[src/hdl/fe_defs.svh]
`ifndef FE_DEFS_SVH
`define FE_DEFS_SVH

// Converter and bus widths for the front end

// Parallel ADC bus and receive sample width
`define FE_ADC_W 14

// Interleaved I/Q bus to and from the RF transceiver
`define FE_LMS_W 12

// Parallel DAC channel, also the core-side transmit word
`define FE_DAC_W 16

// Guard against a transceiver bus wider than a receive sample
`define FE_PAD_W (`FE_ADC_W - `FE_LMS_W)

`endif

[src/hdl/fe_pkg.sv]
package fe_pkg;

   // Front-end variant, strapped on the board
   // Only changes while the design is held in reset
   typedef enum logic
   {
      FE_PARALLEL = 1'b0,    // Two parallel ADC buses, two DAC channels
      FE_IQ_MUX   = 1'b1     // One bus, I and Q words in turn
   } fe_mode_e;

   // Half of an I/Q pair
   // Matches the level of the transceiver select pin
   typedef enum logic
   {
      PH_I = 1'b0,           // Select low, I word
      PH_Q = 1'b1            // Select high, Q word
   } iq_phase_e;

endpackage

[src/hdl/adc_capture.sv]
`include "fe_defs.svh"

module adc_capture
(
   input  logic                   dsp_clk,
   input  logic                   arst_n_i,
   input  fe_pkg::fe_mode_e       mode_i,        // Static strap
   input  logic [`FE_ADC_W-1:0]   adc_a_i,       // ADC A pins, routed inverted
   input  logic [`FE_ADC_W-1:0]   adc_b_i,       // ADC B pins
   input  logic [`FE_LMS_W-1:0]   lms_rx_i,      // Interleaved I/Q word
   input  logic                   lms_iqsel_i,   // Low for I, high for Q
   output logic [`FE_ADC_W-1:0]   cap_a_o,       // A channel or interleaved word
   output logic [`FE_ADC_W-1:0]   cap_b_o,       // B channel, zero in I/Q mode
   output logic                   cap_iqsel_o,   // Select bit of the captured word
   output logic                   cap_load_o     // A word was captured
);

   import fe_pkg::*;

   localparam int PAD_W = `FE_PAD_W;             // Zero bits above a 12-bit word

   logic [`FE_ADC_W-1:0] lms_wide;               // Interleaved word widened

   // Transceiver data sits in the low bits
   assign lms_wide = {{PAD_W{1'b0}}, lms_rx_i};

   // Data registers
   always_ff @(posedge dsp_clk or negedge arst_n_i)
   begin
      if (!arst_n_i)
      begin
         cap_a_o <= '0;
         cap_b_o <= '0;
      end
      else if (mode_i == FE_PARALLEL)
      begin
         cap_a_o <= ~adc_a_i;                    // Undo board inversion of A
         cap_b_o <= adc_b_i;
      end
      else
      begin
         cap_a_o <= lms_wide;                    // I or Q, per select bit
         cap_b_o <= '0;                          // B bus not populated
      end
   end

   // Select bit and load marker
   always_ff @(posedge dsp_clk or negedge arst_n_i)
   begin
      if (!arst_n_i)
      begin
         cap_iqsel_o <= 1'b0;
         cap_load_o  <= 1'b0;                    // Nothing captured yet
      end
      else
      begin
         cap_load_o <= 1'b1;                     // Converters run every cycle
         if (mode_i == FE_PARALLEL)
         begin
            cap_iqsel_o <= 1'b0;                 // Both halves arrive together
         end
         else
         begin
            cap_iqsel_o <= lms_iqsel_i;          // Keep word alignment for stage 2
         end
      end
   end

   // The strap may only move while reset is held
   a_mode_stable : assert property (
      @(posedge dsp_clk) disable iff (!arst_n_i)
      $stable(mode_i)
   );

endmodule

[src/hdl/iq_pair_align.sv]
`include "fe_defs.svh"

module iq_pair_align
(
   input  logic                   dsp_clk,
   input  logic                   arst_n_i,
   input  fe_pkg::fe_mode_e       mode_i,        // Static strap
   input  logic [`FE_ADC_W-1:0]   cap_a_i,       // Captured A or interleaved word
   input  logic [`FE_ADC_W-1:0]   cap_b_i,       // Captured B
   input  logic                   cap_iqsel_i,   // Low for I, high for Q
   input  logic                   cap_load_i,    // Captured word present
   output logic [`FE_ADC_W-1:0]   rx_i_o,        // I of the sample
   output logic [`FE_ADC_W-1:0]   rx_q_o,        // Q of the sample
   output logic                   rx_valid_o     // Sample complete this cycle
);

   import fe_pkg::*;

   iq_phase_e            ph;                     // PH_Q while an I is held
   logic [`FE_ADC_W-1:0] hold_i;                 // Pending I word
   logic                 iq_mode;                // Interleaved front end
   logic                 i_hit;                  // I word arrives
   logic                 pair_hit;               // Q directly after an I

   assign iq_mode  = (mode_i == FE_IQ_MUX);
   assign i_hit    = iq_mode && cap_load_i && !cap_iqsel_i;
   assign pair_hit = iq_mode && cap_load_i && cap_iqsel_i && (ph == PH_Q);

   // Sample data
   always_ff @(posedge dsp_clk or negedge arst_n_i)
   begin
      if (!arst_n_i)
      begin
         rx_i_o <= '0;
         rx_q_o <= '0;
         hold_i <= '0;
      end
      else if (!iq_mode)
      begin
         rx_i_o <= cap_a_i;                      // Both channels each cycle
         rx_q_o <= cap_b_i;
      end
      else
      begin
         if (i_hit)
         begin
            hold_i <= cap_a_i;                   // A repeated I overwrites
         end
         if (pair_hit)
         begin
            rx_i_o <= hold_i;
            rx_q_o <= cap_a_i;
         end
      end
   end

   // Pairing FSM and valid
   always_ff @(posedge dsp_clk or negedge arst_n_i)
   begin
      if (!arst_n_i)
      begin
         ph         <= PH_I;
         rx_valid_o <= 1'b0;
      end
      else if (!iq_mode)
      begin
         ph         <= PH_I;                     // Unused in parallel mode
         rx_valid_o <= cap_load_i;
      end
      else
      begin
         rx_valid_o <= pair_hit;                 // Orphan Q gives nothing
         ph         <= i_hit ? PH_Q : PH_I;      // Q must follow at once
      end
   end

   // A pair takes two words, so valid cannot repeat back to back
   a_valid_spaced : assert property (
      @(posedge dsp_clk) disable iff (!arst_n_i)
      (mode_i == FE_IQ_MUX && rx_valid_o) |=> !rx_valid_o
   );

endmodule

[src/hdl/dac_format.sv]
`include "fe_defs.svh"

module dac_format
(
   input  logic                   dsp_clk,
   input  logic                   arst_n_i,
   input  fe_pkg::fe_mode_e       mode_i,        // Static strap
   input  logic [`FE_DAC_W-1:0]   tx_a_i,        // Core I word
   input  logic [`FE_DAC_W-1:0]   tx_b_i,        // Core Q word
   output logic [`FE_DAC_W-1:0]   dac_a_o,       // DAC A pins, routed inverted
   output logic [`FE_DAC_W-1:0]   dac_b_o,       // DAC B pins
   output logic [`FE_LMS_W-1:0]   lms_tx_o,      // Interleaved I/Q word
   output logic                   lms_iqsel_o    // Low for I, high for Q
);

   import fe_pkg::*;

   iq_phase_e            ph;                     // Half sent at this edge
   iq_phase_e            ph_nxt;
   logic [`FE_LMS_W-1:0] tx_a_lo;                // I truncated to the bus
   logic [`FE_LMS_W-1:0] tx_b_lo;                // Q truncated to the bus

   assign tx_a_lo = tx_a_i[`FE_LMS_W-1:0];
   assign tx_b_lo = tx_b_i[`FE_LMS_W-1:0];
   assign ph_nxt  = (ph == PH_I) ? PH_Q : PH_I;

   // Output registers, rising edge
   always_ff @(posedge dsp_clk or negedge arst_n_i)
   begin
      if (!arst_n_i)
      begin
         ph          <= PH_I;                    // First edge sends I
         dac_a_o     <= '0;
         dac_b_o     <= '0;
         lms_tx_o    <= '0;
         lms_iqsel_o <= 1'b0;
      end
      else if (mode_i == FE_PARALLEL)
      begin
         ph          <= PH_I;
         dac_a_o     <= ~tx_b_i;                 // Channels swapped on the board
         dac_b_o     <= tx_a_i;                  // and A is inverted
         lms_tx_o    <= '0;                      // Transceiver bus idle
         lms_iqsel_o <= 1'b0;
      end
      else
      begin
         ph      <= ph_nxt;
         dac_a_o <= '0;                          // Parallel DAC not fitted
         dac_b_o <= '0;
         if (ph == PH_I)
         begin
            lms_tx_o    <= tx_a_lo;
            lms_iqsel_o <= 1'b0;
         end
         else
         begin
            lms_tx_o    <= tx_b_lo;
            lms_iqsel_o <= 1'b1;
         end
      end
   end

   // Once a Q has gone out, the select keeps alternating I, Q
   a_iqsel_toggle : assert property (
      @(posedge dsp_clk) disable iff (!arst_n_i)
      (mode_i == FE_IQ_MUX && lms_iqsel_o) |=> !lms_iqsel_o ##1 lms_iqsel_o
   );

endmodule

[src/hdl/fe_top.sv]
`include "fe_defs.svh"

module fe_top
(
   input  logic                   dsp_clk,
   input  logic                   arst_n_i,
   input  fe_pkg::fe_mode_e       mode_i,          // Front-end strap
   // Receive pins
   input  logic [`FE_ADC_W-1:0]   adc_a_i,
   input  logic [`FE_ADC_W-1:0]   adc_b_i,
   input  logic [`FE_LMS_W-1:0]   lms_rx_i,
   input  logic                   lms_rx_iqsel_i,
   // Transmit words from the core
   input  logic [`FE_DAC_W-1:0]   tx_a_i,
   input  logic [`FE_DAC_W-1:0]   tx_b_i,
   // Receive samples to the core
   output logic [`FE_ADC_W-1:0]   rx_i_o,
   output logic [`FE_ADC_W-1:0]   rx_q_o,
   output logic                   rx_valid_o,
   // Transmit pins
   output logic [`FE_DAC_W-1:0]   dac_a_o,
   output logic [`FE_DAC_W-1:0]   dac_b_o,
   output logic [`FE_LMS_W-1:0]   lms_tx_o,
   output logic                   lms_tx_iqsel_o
);

   logic [`FE_ADC_W-1:0] cap_a;                    // Stage 1 to stage 2
   logic [`FE_ADC_W-1:0] cap_b;
   logic                 cap_iqsel;
   logic                 cap_load;

   // Receive stage 1, pin capture
   adc_capture u_adc_capture
   (
      .dsp_clk     (dsp_clk),
      .arst_n_i    (arst_n_i),
      .mode_i      (mode_i),
      .adc_a_i     (adc_a_i),
      .adc_b_i     (adc_b_i),
      .lms_rx_i    (lms_rx_i),
      .lms_iqsel_i (lms_rx_iqsel_i),
      .cap_a_o     (cap_a),
      .cap_b_o     (cap_b),
      .cap_iqsel_o (cap_iqsel),
      .cap_load_o  (cap_load)
   );

   // Receive stage 2, I/Q pairing
   iq_pair_align u_iq_pair_align
   (
      .dsp_clk     (dsp_clk),
      .arst_n_i    (arst_n_i),
      .mode_i      (mode_i),
      .cap_a_i     (cap_a),
      .cap_b_i     (cap_b),
      .cap_iqsel_i (cap_iqsel),
      .cap_load_i  (cap_load),
      .rx_i_o      (rx_i_o),
      .rx_q_o      (rx_q_o),
      .rx_valid_o  (rx_valid_o)
   );

   // Transmit formatting
   dac_format u_dac_format
   (
      .dsp_clk     (dsp_clk),
      .arst_n_i    (arst_n_i),
      .mode_i      (mode_i),
      .tx_a_i      (tx_a_i),
      .tx_b_i      (tx_b_i),
      .dac_a_o     (dac_a_o),
      .dac_b_o     (dac_b_o),
      .lms_tx_o    (lms_tx_o),
      .lms_iqsel_o (lms_tx_iqsel_o)
   );

endmodule

[config.mk]
export PLATFORM = sky130hd
export DESIGN_NAME = fe_top
export DESIGN_NICKNAME = d
export VERILOG_FILES = /design/src/hdl/fe_pkg.sv /design/src/hdl/adc_capture.sv /design/src/hdl/iq_pair_align.sv /design/src/hdl/dac_format.sv /design/src/hdl/fe_top.sv
export VERILOG_INCLUDE_DIRS = /design/src /design/src/hdl
export SDC_FILE = /design/constraint.sdc
export NUM_CORES = 1
export LEC_CHECK = 0
export BUFFER_PORTS_ARGS = -buffer_cell sky130_fd_sc_hd__buf_2
export CAP_MARGIN = 0
export CORE_MARGIN = 2
export CORE_UTILIZATION = 50
export DETAILED_ROUTE_END_ITERATION = 10
export PLACE_DENSITY = 0.8
export SLEW_MARGIN = 20
export SYNTH_ARGS = -nofsm -noshare
export SYNTH_HDL_FRONTEND = slang
export SYNTH_SLANG_ARGS = --single-unit
[constraint.sdc]
create_clock -name dsp_clk -period 1.56 [get_ports dsp_clk]
set_clock_uncertainty 0.1 [all_clocks]
set_input_delay 0.312 -clock dsp_clk [delete_from_list [all_inputs] [get_ports dsp_clk]]
set_output_delay 0.312 -clock dsp_clk [all_outputs]
set_load 0.01 [all_outputs]
Word level (Yosys, flattened, before mapping)
Index checks and enable logic that the tools add are counted.
Storage, ports and cells
  register bits after elaboration: 120
  latch bits: 0
  bits in writable memories: 0
  bits in read-only memories: 0
  input port bits: 76
  output and inout port bits: 74
  logic and storage cells: 41
  memories: 0
Cells by class
  $add $sub $neg: 0
  multiply operators: 0
  div/mod/pow operators: 0
  magnitude comparators: 0
  eq/ne operators: 1
  shift operators: 0
  multiplexer cells: 18
  bitwise gates (word level): 2
  reduce and logical (&&, ||, !) cells: 6
Operator list (number)
  $mux W14: 6
  $mux W16: 2
  $mux W12: 2
  $not A16 Y16: 1
  $not A14 Y14: 1
  $mux W1: 8
  $logic_and A1 B1 Y1: 4
  $ne A2 B1 Y1 const B: 1
  $reduce_and A2 Y1: 1
  $logic_not A1 Y1: 1

Logic depth before layout (Yosys ltp)
Gate-level depths: netlist of run 1.
  depth after elaboration: 5
  depth in mapped cells: 5
  mapped depth without buffers: 3

By module
Synthesis of run 1 repeated with hierarchy kept, for this count alone.
Second synthesis, totals
  cells, all modules: 347
  area total of the unflattened synthesis: 4524.3 sq um
Modules (own cells, without submodules)
  iq_pair_align: instances 1, cells an instance 160, area each 1961.9 sq um, seq. area each 1101.1 sq um
  dac_format: instances 1, cells an instance 111, area each 1581.5 sq um, seq. area each 1151.1 sq um
  adc_capture: instances 1, cells an instance 76, area each 980.9 sq um, seq. area each 750.7 sq um

Worst setup path before layout of run 1
Ideal clock, no wire load.
  path type: reg-to-reg
  from: register u_adc_capture.cap_iqsel_o
  to: register u_iq_pair_align.hold_i[10]
  library setup time: 0.125 ns
  arrival: 1.114 ns
  path slack: 0.221 ns
  stages on the path, launching flop included: 4
  period minus slack after synthesis: 1.339 ns
  cell sequence: dfrtp_1 > nand3b_2 > buf_4 > mux2_2
On the way
  word-level cells in the longest chain between the ends: 3
RTL lines
  start, declared: line adc_capture.sv:14  | output logic cap_iqsel_o,
  start signal, assigned: line adc_capture.sv:64  | cap_iqsel_o <= lms_iqsel_i;
  $logic_not A1 Y1: line iq_pair_align.sv:26  | assign i_hit = iq_mode && cap_load_i && !cap_iqsel_i;
  $logic_and A1 B1 Y1: line iq_pair_align.sv:26
  $reduce_and A2 Y1 (no source line)
  end signal, assigned: line iq_pair_align.sv:47  | hold_i <= cap_a_i;
  end, declared: line iq_pair_align.sv:20  | logic [`FE_ADC_W-1:0] hold_i;
Every way passes these cells.
A chain may end at the register's enable or synchronous reset.

Final worst setup path of run 1
  from: input adc_a_i[4]
  to: register u_adc_capture.cap_a_o[4]
On the way
  word-level cells in the longest chain between the ends: 2
RTL lines
  start, declared: line fe_top.sv:9  | input logic [`FE_ADC_W-1:0] adc_a_i,
  $not A14 Y14: line adc_capture.sv:37  | cap_a_o <= ~adc_a_i;
  $mux W14: line adc_capture.sv:35  | else if (mode_i == FE_PARALLEL)
  end signal, assigned: line adc_capture.sv:37
  end signal, assigned: line adc_capture.sv:42  | cap_a_o <= lms_wide;
  end, declared: line adc_capture.sv:12  | output logic [`FE_ADC_W-1:0] cap_a_o,
Every way passes these cells.

==> impl_metrics.json, run 1 <==
{
  "insertedDiodeCount": 0,
  "synth_top_cell_area_share_pct": 68.16,
  "crit_path_frequent_cell": "dlygate4sd3_1",
  "core-area_um2": 8636,
  "routed_wl_um": 11470,
  "switching_share_pct": 23.95,
  "timing.fmax_ghz": 0.6826,
  "rsz0062_at_grt": "false",
  "crit_path_top_delay_cell": "dlygate4sd3_1",
  "floorplan.initialDensity_pct": 51.01,
  "avgRoutedWirePerCell_um": 16.48,
  "cp.required_ns": 1.89,
  "numCtsBuffers": 17,
  "syn_area_per_cell_um2": 12.66,
  "start_kind": "primary input",
  "finalSetupTns_ns": 0,
  "fillerInstances": 540,
  "first_pass_iters": 4,
  "end_kind": "register",
  "synthCells": 348,
  "place.gp.congestion": 0.7519,
  "dp_cells": 591,
  "portBuffers": 149,
  "r2r_end": "u_iq_pair_align.hold_i[1]",
  "period_minus_slack_ns": 1.465,
  "synth_nets": 424,
  "worstPathCellList": "dlygate4sd3_1 -> buf_2 -> o21ai_0 -> dlygate4sd3_1",
  "p_seq_share_pct": 41.3,
  "worstPathArrival_ns": 1.80,
  "dp_hpwl_um": 6235,
  "ys_seq_area_share_pct": 68.16,
  "cpPeakStageDelay_ns": 0.60,
  "min_path_cells": 3,
  "fin_cells": 696,
  "grt_pass1_vias": 3797,
  "cts_max_path_buffers": 2,
  "hold_violations": 0,
  "regToRegSetupSlack_ns": 0.27,
  "num_vias": 3464,
  "drv_cap": 0,
  "viasPerCell": 4.977,
  "worstPathMaxFanout": 1,
  "drive_gt1_share_pct": 34.86,
  "path_clk_slew_ns": 0.06,
  "cts_tree": "yes",
  "io_pins": 150,
  "min_to": "u_iq_pair_align.ph",
  "pwr-share-clk_pct": 46.8,
  "hold_path_class": "primary input to register",
  "combPwrFrac_pct": 11.9,
  "regToRegStartpoint": "u_adc_capture.cap_iqsel_o",
  "leakagePower_nw": 3.362,
  "synth_largest_area_cell": "dfrtp_1",
  "ys.warnings.count": 0,
  "hold_start": "mode_i",
  "slew_violations": 0,
  "post-route-period-util_pct": 93.91,
  "drtIter0Drc": 127,
  "area_growth_pct": 50.81,
  "powerDensity_nw_per_um2": 1291,
  "p_int_w": 0.006522,
  "synth_cell_type_count": 22,
  "grt.total_usage_pct": 24.95,
  "final_antenna_net_count": 0,
  "num_rows": 34,
  "cts_root_buffer": "clkbuf_8",
  "postCtsSetupRepairBufs": 0,
  "crit_type": "primary input to register",
  "cts.sinks": 120,
  "dieArea_um2": 9578,
  "synthesis.area_um2": 4405,
  "die_h_um": 97.87,
  "route.detailed.drc": 0,
  "antenna_found_initial": 0,
  "grt_pass1_wl_um": 18590,
  "overflow": 0,
  "synth.area.top_cells": "dfrtp_1 (68%), nor2b_1 (6.1%), mux2i_1 (5.9%), mux2_2 (3.6%), o21ai_0 (2.3%)",
  "status": "finished, final reports clean",
  "reg2regPathDepth": 2,
  "h-tree-depth": 4,
  "die_w_um": 97.87,
  "ys_seq_elements": 120,
  "grt_max_degree": 67,
  "fin_nets": 652,
  "clk_latency_ns": 0.49,
  "setup_viol": 0,
  "p_switching_w": 0.002054,
  "ir_drop_uv": 1019
}
## sequential cells by signal, indices dropped and copies added (netlist names)
name	flops
u_iq_pair_align.ph	1
u_dac_format.lms_iqsel_o	1
u_iq_pair_align.rx_q_o	14
u_adc_capture.cap_iqsel_o	1
u_iq_pair_align.rx_valid_o	1
u_dac_format.lms_tx_o	12
u_adc_capture.cap_a_o	14
u_adc_capture.cap_load_o	1
u_dac_format.ph	1
u_iq_pair_align.rx_i_o	14
u_dac_format.dac_b_o	16
u_adc_capture.cap_b_o	14
u_iq_pair_align.hold_i	14
u_dac_format.dac_a_o	16
## cell type report
| class | count | area [um2] | share of cell area (%) |
|---|---|---|---|
| Timing Repair Buffer | 232 | 1609 | 24.22 |
| Multi-Input combinational cell | 190 | 1227 | 18.47 |
| Clock inverter | 14 | 198.9 | 2.994 |
| Clock buffer | 17 | 414.1 | 6.234 |
| Sequential cell | 120 | 3003 | 45.20 |
| Tap cell | 108 | 135.1 | 2.034 |
| Inverter | 15 | 56.30 | 0.8475 |
## cell usage in the layout, fill, tap and decap left out, types with 15 or more instances in the layout
cell type        n
buf_2          147
dfrtp_1        120
dlygate4sd3_1   74
nor2b_1         43
mux2i_1         26
o21ai_0         20
nor2_1          18
clkbuf_16       16
inv_1           15
## metrics by stage
stage          instance area, um2  total power, W  setup WS [ns]  utilization [%]  hold WS (ns)
6_report                     6644        0.008576        0.09494            76.93        0.1839
5_1_grt                      6644        0.008906        0.05226            76.93        0.1854
4_1_cts                      6635        0.008613        0.02699            76.83        0.1905
3_5_place_dp                 5281        0.004432        0.04793            61.16        0.2373
3_3_place_gp                 5281        0.004393        0.09318            61.16        0.2385
2_1_floorplan                4405        0.004002         0.2209                -      -0.08359
## critical path, delay by kind of cell
family,cells,cell delay (ns)
AO/OA/AOI/OAI,1,0.24
buffers and inverters,3,1.25
## worst max-delay path by stage
stage          slack [ns]                 startpoint  cells after the start                    endpoint
2_1_floorplan        0.22  u_adc_capture.cap_iqsel_o                      3  u_iq_pair_align.hold_i[10]
3_3_place_gp         0.09  u_adc_capture.cap_iqsel_o                      2   u_iq_pair_align.hold_i[6]
3_5_place_dp         0.05  u_adc_capture.cap_iqsel_o                      2   u_iq_pair_align.hold_i[1]
4_1_cts              0.03  u_adc_capture.cap_iqsel_o                      2  u_iq_pair_align.hold_i[11]
5_1_grt              0.05                 adc_a_i[4]                      4    u_adc_capture.cap_a_o[4]
6_report             0.09                 adc_a_i[4]                      4    u_adc_capture.cap_a_o[4]
## synth_stat cells
cell type and number:
clkbuf_1 7, nand3_1 14, buf_4 1, mux2i_1 26
nand2_1 13, mux2_2 14, and2_1 3, a21oi_1 14
a21boi_0 1, nand3b_2 1, inv_1 15, o21ai_1 6
dfrtp_1 120, o22ai_1 14, nor2b_1 43, conb_1 1
buf_6 3, buf_2 12, nor2_1 18, nand3_2 1
o21ai_0 20, nand4_1 1
## what timing repair did
item / 4_1_cts / 5_1_grt
hold buffers: 74 / 0
setup endpoints to repair: 0 / 9
endpoints found under the hold margin: 188 / 0
resized for setup: 0 / 1
## power by group through the flow
stage | Sequential (W) | Combinational [W] | Clock [W]
after floorplan | 0.00364 | 0.000362 | 0
after global placement | 0.00358 | 0.000817 | 0
after detailed placement | 0.00359 | 0.000847 | 0
after CTS | 0.00354 | 0.00101 | 0.00407
after global routing | 0.00357 | 0.00112 | 0.00422
final | 0.00354 | 0.00102 | 0.00401
## cell families (layout without fill, tap and decap cells)
family | count (synthesis) | count (layout) | synth area share (%)
AOI/OAI and AO/OA | 55 | 55 | 6.703
buffers and inverters | 38 | 278 | 4.175
DFF | 120 | 120 | 68.16
muxes | 40 | 40 | 9.486
other | 1 | 1 | 0.08512
and+or+nand+nor | 94 | 94 | 11.39
## metal layers
metal	GRT usage, %	share of wire (%)	vias to the layer above	routed length (um)
li1	-	-	1616	-
met1	30.00	40	1704	4637
met2	41.83	51	132	5812
met3	9.592	7.7	12	887
met4	7.799	1.1	0	131
met5	0	0	-	0
No activity file was read; power rests on OpenSTA's default activity.
==> run 2: changes to the inputs <==
Settings changed: CORE_ASPECT_RATIO set to 0.7.
==> run 2 against run 1 <==
  * First-iteration DRC count is 31% higher
  * Clock power is 5% lower
  * Die area is 0.13% higher
  * Non-clock buffer count is 39 lower
  * Routed wire length is 14% lower
  * Flip-flop and latch count stayed put
==> impl_metrics.json, run 2 (synthesis results as in run 1) <==
{
  "status": "finished, final reports clean",
  "worstPathMaxFanout": 12,
  "num_rows": 28,
  "leakagePower_nw": 3.178,
  "antenna_found_initial": 0,
  "portBuffers": 149,
  "worstPathArrival_ns": 1.58,
  "grt_pass1_wl_um": 15490,
  "grt.total_usage_pct": 21.94,
  "wl_met3_um": 443,
  "drtIter0Drc": 167,
  "cp.required_ns": 1.74,
  "cpPeakStageDelay_ns": 0.41,
  "wl_met2_um": 5080,
  "insertedDiodeCount": 0,
  "cts_tree": "yes",
  "num_vias": 3231,
  "endpoint": "u_iq_pair_align.hold_i[1]",
  "setup_viol": 0,
  "post-route-period-util_pct": 89.77,
  "timing.fmax_ghz": 0.7141,
  "grt_pass1_vias": 3275,
  "final_cell_mix": "buf_2 (147), dfrtp_1 (120), nor2b_1 (43)",
  "drv_cap": 0,
  "core-area_um2": 8513,
  "top_regs": "u_dac_format.dac_a_o (16), u_dac_format.dac_b_o (16)",
  "crit_type": "register to register",
  "wl_met1_um": 4135,
  "hold_violations": 0,
  "hold_path_class": "primary input to register",
  "worstPathCellList": "nand3b_2 -> buf_12 -> mux2_2",
  "grt_max_degree": 56,
  "drive_gt1_share_pct": 38.00,
  "die_h_um": 82.54,
  "start_kind": "register",
  "overflow": 0,
  "io_pins": 150,
  "r2r_end": "u_iq_pair_align.hold_i[1]",
  "startpoint": "u_adc_capture.cap_iqsel_o",
  "slew_violations": 0,
  "finalSetupTns_ns": 0,
  "die_w_um": 116.2,
  "regToRegStartpoint": "u_adc_capture.cap_iqsel_o",
  "powerDensity_nw_per_um2": 1324,
  "floorplan.initialDensity_pct": 51.75,
  "area_growth_pct": 41.61,
  "numCtsBuffers": 17,
  "end_kind": "register",
  "viasPerCell": 4.822,
  "postCtsSetupRepairBufs": 0,
  "cts.sinks": 120,
  "reg2regPathDepth": 3,
  "cts_root_buffer": "clkbuf_16",
  "h-tree-depth": 4,
  "fin_nets": 613,
  "clk_latency_ns": 0.40,
  "final_antenna_net_count": 0,
  "period_minus_slack_ns": 1.400,
  "dp_hpwl_um": 6335,
  "crit_path_top_delay_cell": "dfrtp_1",
  "place.gp.congestion": 0.7823,
  "final_common_cell": "buf_2",
  "avgRoutedWirePerCell_um": 14.71,
  "first_pass_iters": 4,
  "routed_wl_um": 9856,
  "cts_max_path_buffers": 2,
  "ir_drop_uv": 790.2,
  "rsz0062_at_grt": "false",
  "dieArea_um2": 9590,
  "route.detailed.drc": 0,
  "final_util_pct": 73.28,
  "hold_ws_ns": 0.01600,
  "hold_start": "lms_rx_i[3]",
  "top_layer_used": "met4",
  "path_clk_slew_ns": 0.06,
  "regToRegSetupSlack_ns": 0.16
}
[run 2: how the worst min path moves through the flow]
stage,cells past startpoint,slack (ns),endpoint
final,3,0.02,u_adc_capture.cap_a_o[3]
after global routing,3,0.01,u_adc_capture.cap_a_o[3]
after CTS,3,0.006,u_adc_capture.cap_a_o[7]
after detailed placement,1,0.11,u_dac_format.dac_b_o[15]
after global placement,1,0.11,u_dac_format.dac_b_o[14]
after floorplan,0,-0.08,u_adc_capture.cap_a_o[0]
[run 2: where the power goes]
| part | switching, W | internal, W |
|---|---|---|
| logic | 0.000459 | 0.000459 |
| clock network | 0.00140 | 0.00240 |
| registers | 0.000143 | 0.00340 |
[run 2: metrics by stage]
| step | power, W | area (um2) | setup slack (ns) | instances |
|---|---|---|---|---|
| after floorplan | 0.004002 | 4405 | 0.2209 | 348 |
| after global placement | 0.004403 | 5339 | 0.2221 | 607 |
| after detailed placement | 0.004447 | 5339 | 0.1572 | 607 |
| after CTS | 0.008334 | 6238 | 0.1537 | 670 |
| after global routing | 0.008586 | 6238 | 0.1242 | 670 |
| final | 0.008262 | 6238 | 0.1595 | 670 |
[run 2: final cells by class]
| class | instances | area (um2) |
|---|---|---|
| Clock buffer | 19 | 442.9 |
| Clock inverter | 13 | 146.4 |
| Fill cell | 599 | 2275 |
| Inverter | 15 | 56.30 |
| Multi-Input combinational cell | 190 | 1219 |
| Sequential cell | 120 | 3003 |
| Tap cell | 120 | 150.1 |
| Timing Repair Buffer | 193 | 1221 |
[run 2: timing repair]
item                      in CTS  in global routing
resized for setup              0                  0
hold endpoints to repair      48                  0
hold buffers                  31                  0
[run 2: metal layers]
layer / track usage, % / up-vias
met5: 0 / -
met4: 12.14 / 0
met3: 5.912 / 15
met2: 37.84 / 102
met1: 25.33 / 1570
li1: - / 1544
[run 2: worst max-delay path, delay by kind of cell (launching register included)]
kind,cells,cell delay [ns]
muxes,1,0.27
and+or+nand+nor,1,0.31
buffers and inverters,1,0.20
DFF,1,0.41
==> run 3: changes to the inputs <==
Clock period 1.56 ns to 1.5 ns, I/O delays scaled along.
==> run 3 against run 2 <==
  * Combinational power grew 8.0%
  * Total power grew 9.2%
  * Worst setup slack lost 0.067 ns
  * Die area is the same
  * Routed wire length shrank 3.7%
  * Final cell count grew 2.7%
  * Hold slack lost 0.0067 ns
  * Highest routed layer unchanged
==> impl_metrics.json, run 3 (synthesis results as in run 1) <==
{
  "status": "finished, final reports clean",
  "crit_path_frequent_cell": "dlygate4sd3_1",
  "pre_cts_slack_ns": 0.1261,
  "reg2regPathDepth": 3,
  "worstPathMaxFanout": 1,
  "hold_violations": 0,
  "fillerInstances": 532,
  "cts.sinks": 120,
  "timing.fmax_ghz": 0.7106,
  "crit_path_top_delay_cell": "dlygate4sd3_1",
  "die_w_um": 116.2,
  "route.detailed.drc": 0,
  "ir_drop_uv": 877.1,
  "worstPathArrival_ns": 1.65,
  "drtIter0Drc": 164,
  "min_to": "u_adc_capture.cap_a_o[5]",
  "regToRegStartpoint": "u_adc_capture.cap_iqsel_o",
  "end_kind": "register",
  "cts_tree": "yes",
  "cts_root_buffer": "clkbuf_16",
  "die_h_um": 82.54,
  "leakagePower_nw": 3.299,
  "first_pass_iters": 4,
  "postCtsSetupRepairBufs": 0,
  "fin_nets": 631,
  "area_growth_pct": 46.63,
  "drive_gt1_share_pct": 36.80,
  "hold_start": "lms_rx_i[5]",
  "post-route-period-util_pct": 93.81,
  "place.gp.congestion": 0.7992,
  "numCtsBuffers": 17,
  "grt_pass1_wl_um": 15350,
  "avgRoutedWirePerCell_um": 13.79,
  "dieArea_um2": 9590,
  "worstPathCellList": "dlygate4sd3_1 -> buf_2 -> o21ai_0 -> dlygate4sd3_1",
  "h-tree-depth": 4,
  "setup_viol": 0,
  "clk_latency_ns": 0.41,
  "final_common_cell": "buf_2",
  "powerDensity_nw_per_um2": 1397,
  "cpPeakStageDelay_ns": 0.56,
  "multi_input_area_um2": 1219,
  "core-area_um2": 8513,
  "overflow": 0,
  "num_rows": 28,
  "crit_type": "primary input to register",
  "num_vias": 3300,
  "portBuffers": 149,
  "cp.required_ns": 1.74,
  "cp_num_buf_inv": 3,
  "path_clk_slew_ns": 0.05,
  "hold_ws_ns": 0.009271,
  "regArea_um2": 3003,
  "rsz0062_at_grt": "false",
  "regToRegSetupSlack_ns": 0.17,
  "cp_top_family": "buffers and inverters",
  "drv_cap": 0,
  "final_antenna_net_count": 0,
  "r2r_end": "u_iq_pair_align.hold_i[13]",
  "viasPerCell": 4.797,
  "top_regs": "u_dac_format.dac_a_o (16), u_dac_format.dac_b_o (16)",
  "grt.total_usage_pct": 21.79,
  "start_kind": "primary input",
  "final_cell_mix": "buf_2 (147), dfrtp_1 (120), dlygate4sd3_1 (46)",
  "slew_violations": 0,
  "setup_ws_ns": 0.09281,
  "cts_max_path_buffers": 2,
  "grt_pass1_vias": 3338,
  "insertedDiodeCount": 0,
  "finalSetupTns_ns": 0,
  "dp_hpwl_um": 6084,
  "routed_wl_um": 9487,
  "antenna_found_initial": 0,
  "grt_max_degree": 56,
  "hold_path_class": "primary input to register",
  "io_pins": 150,
  "floorplan.initialDensity_pct": 51.75,
  "total_power_w": 0.009025,
  "period_minus_slack_ns": 1.407,
  "min_path_cells": 3
}
run 3: changes by cell type in the layout (fill, tap and decap cells not counted):
cell           change
dlygate4sd3_1     +15
clkbuf_1           +3
clkbuf_8           +1
clkinvlp_4         -5
bufinv_16          +3
clkinv_2           +3
inv_6              -2
clkinv_4           -3
buf_4              +3
run 3: cell type report:
cell class	instances	share of cell area, %
Clock inverter	9	2.634
Clock buffer	23	7.244
Timing Repair Buffer	211	21.58
Sequential cell	120	46.48
Multi-Input combinational cell	190	18.87
Tap cell	120	2.324
Inverter	15	0.8716
run 3: report_power, final:
| part | internal, W | total [W] | leakage [nW] | switching (W) |
|---|---|---|---|---|
| combinational | 0.000512 | 0.000990 | 1.48 | 0.000479 |
| clock | 0.00302 | 0.00436 | 0.315 | 0.00134 |
| sequential | 0.00353 | 0.00367 | 1.51 | 0.000140 |
run 3: per-layer routing:
layer,track usage [%],share of wire [%],routed length (um),vias up
met1,25.37,41,3933,1583
met2,36.61,51,4804,121
met5,0,0,0,-
li1,-,-,-,1578
met3,6.861,5.4,511,18
met4,11.90,2.5,238,0
run 3: what timing repair did:
action	CTS	global route
hold buffers	46	0
resized for setup	0	0
hold endpoints to repair	83	0
run 3: metrics by stage:
step	cells	util, %	instance area [um2]
2_1_floorplan	348	-	4405
3_3_place_gp	610	62.98	5361
3_5_place_dp	610	62.98	5361
4_1_cts	688	75.88	6460
5_1_grt	688	75.88	6460
6_report	688	75.88	6460
run 3: how the worst max path moves through the flow:
| stage | from | to | slack, ns | cells past startpoint |
|---|---|---|---|---|
| final | adc_a_i[2] | u_adc_capture.cap_a_o[2] | 0.09 | 4 |
| after global routing | adc_a_i[7] | u_adc_capture.cap_a_o[7] | 0.04 | 4 |
| after CTS | adc_a_i[9] | u_adc_capture.cap_a_o[9] | 0.13 | 4 |
| after detailed placement | mode_i | u_iq_pair_align.hold_i[6] | 0.13 | 4 |
| after global placement | mode_i | u_iq_pair_align.hold_i[5] | 0.16 | 4 |
| after floorplan | u_adc_capture.cap_iqsel_o | u_iq_pair_align.hold_i[10] | 0.16 | 3 |
run 3: worst reg2reg max path, cell delays in order, from the launching register on:
cell and delay [ns]:
dfrtp_1 0.38, nand3b_2 0.14, buf_4 0.23, mux2_2 0.37
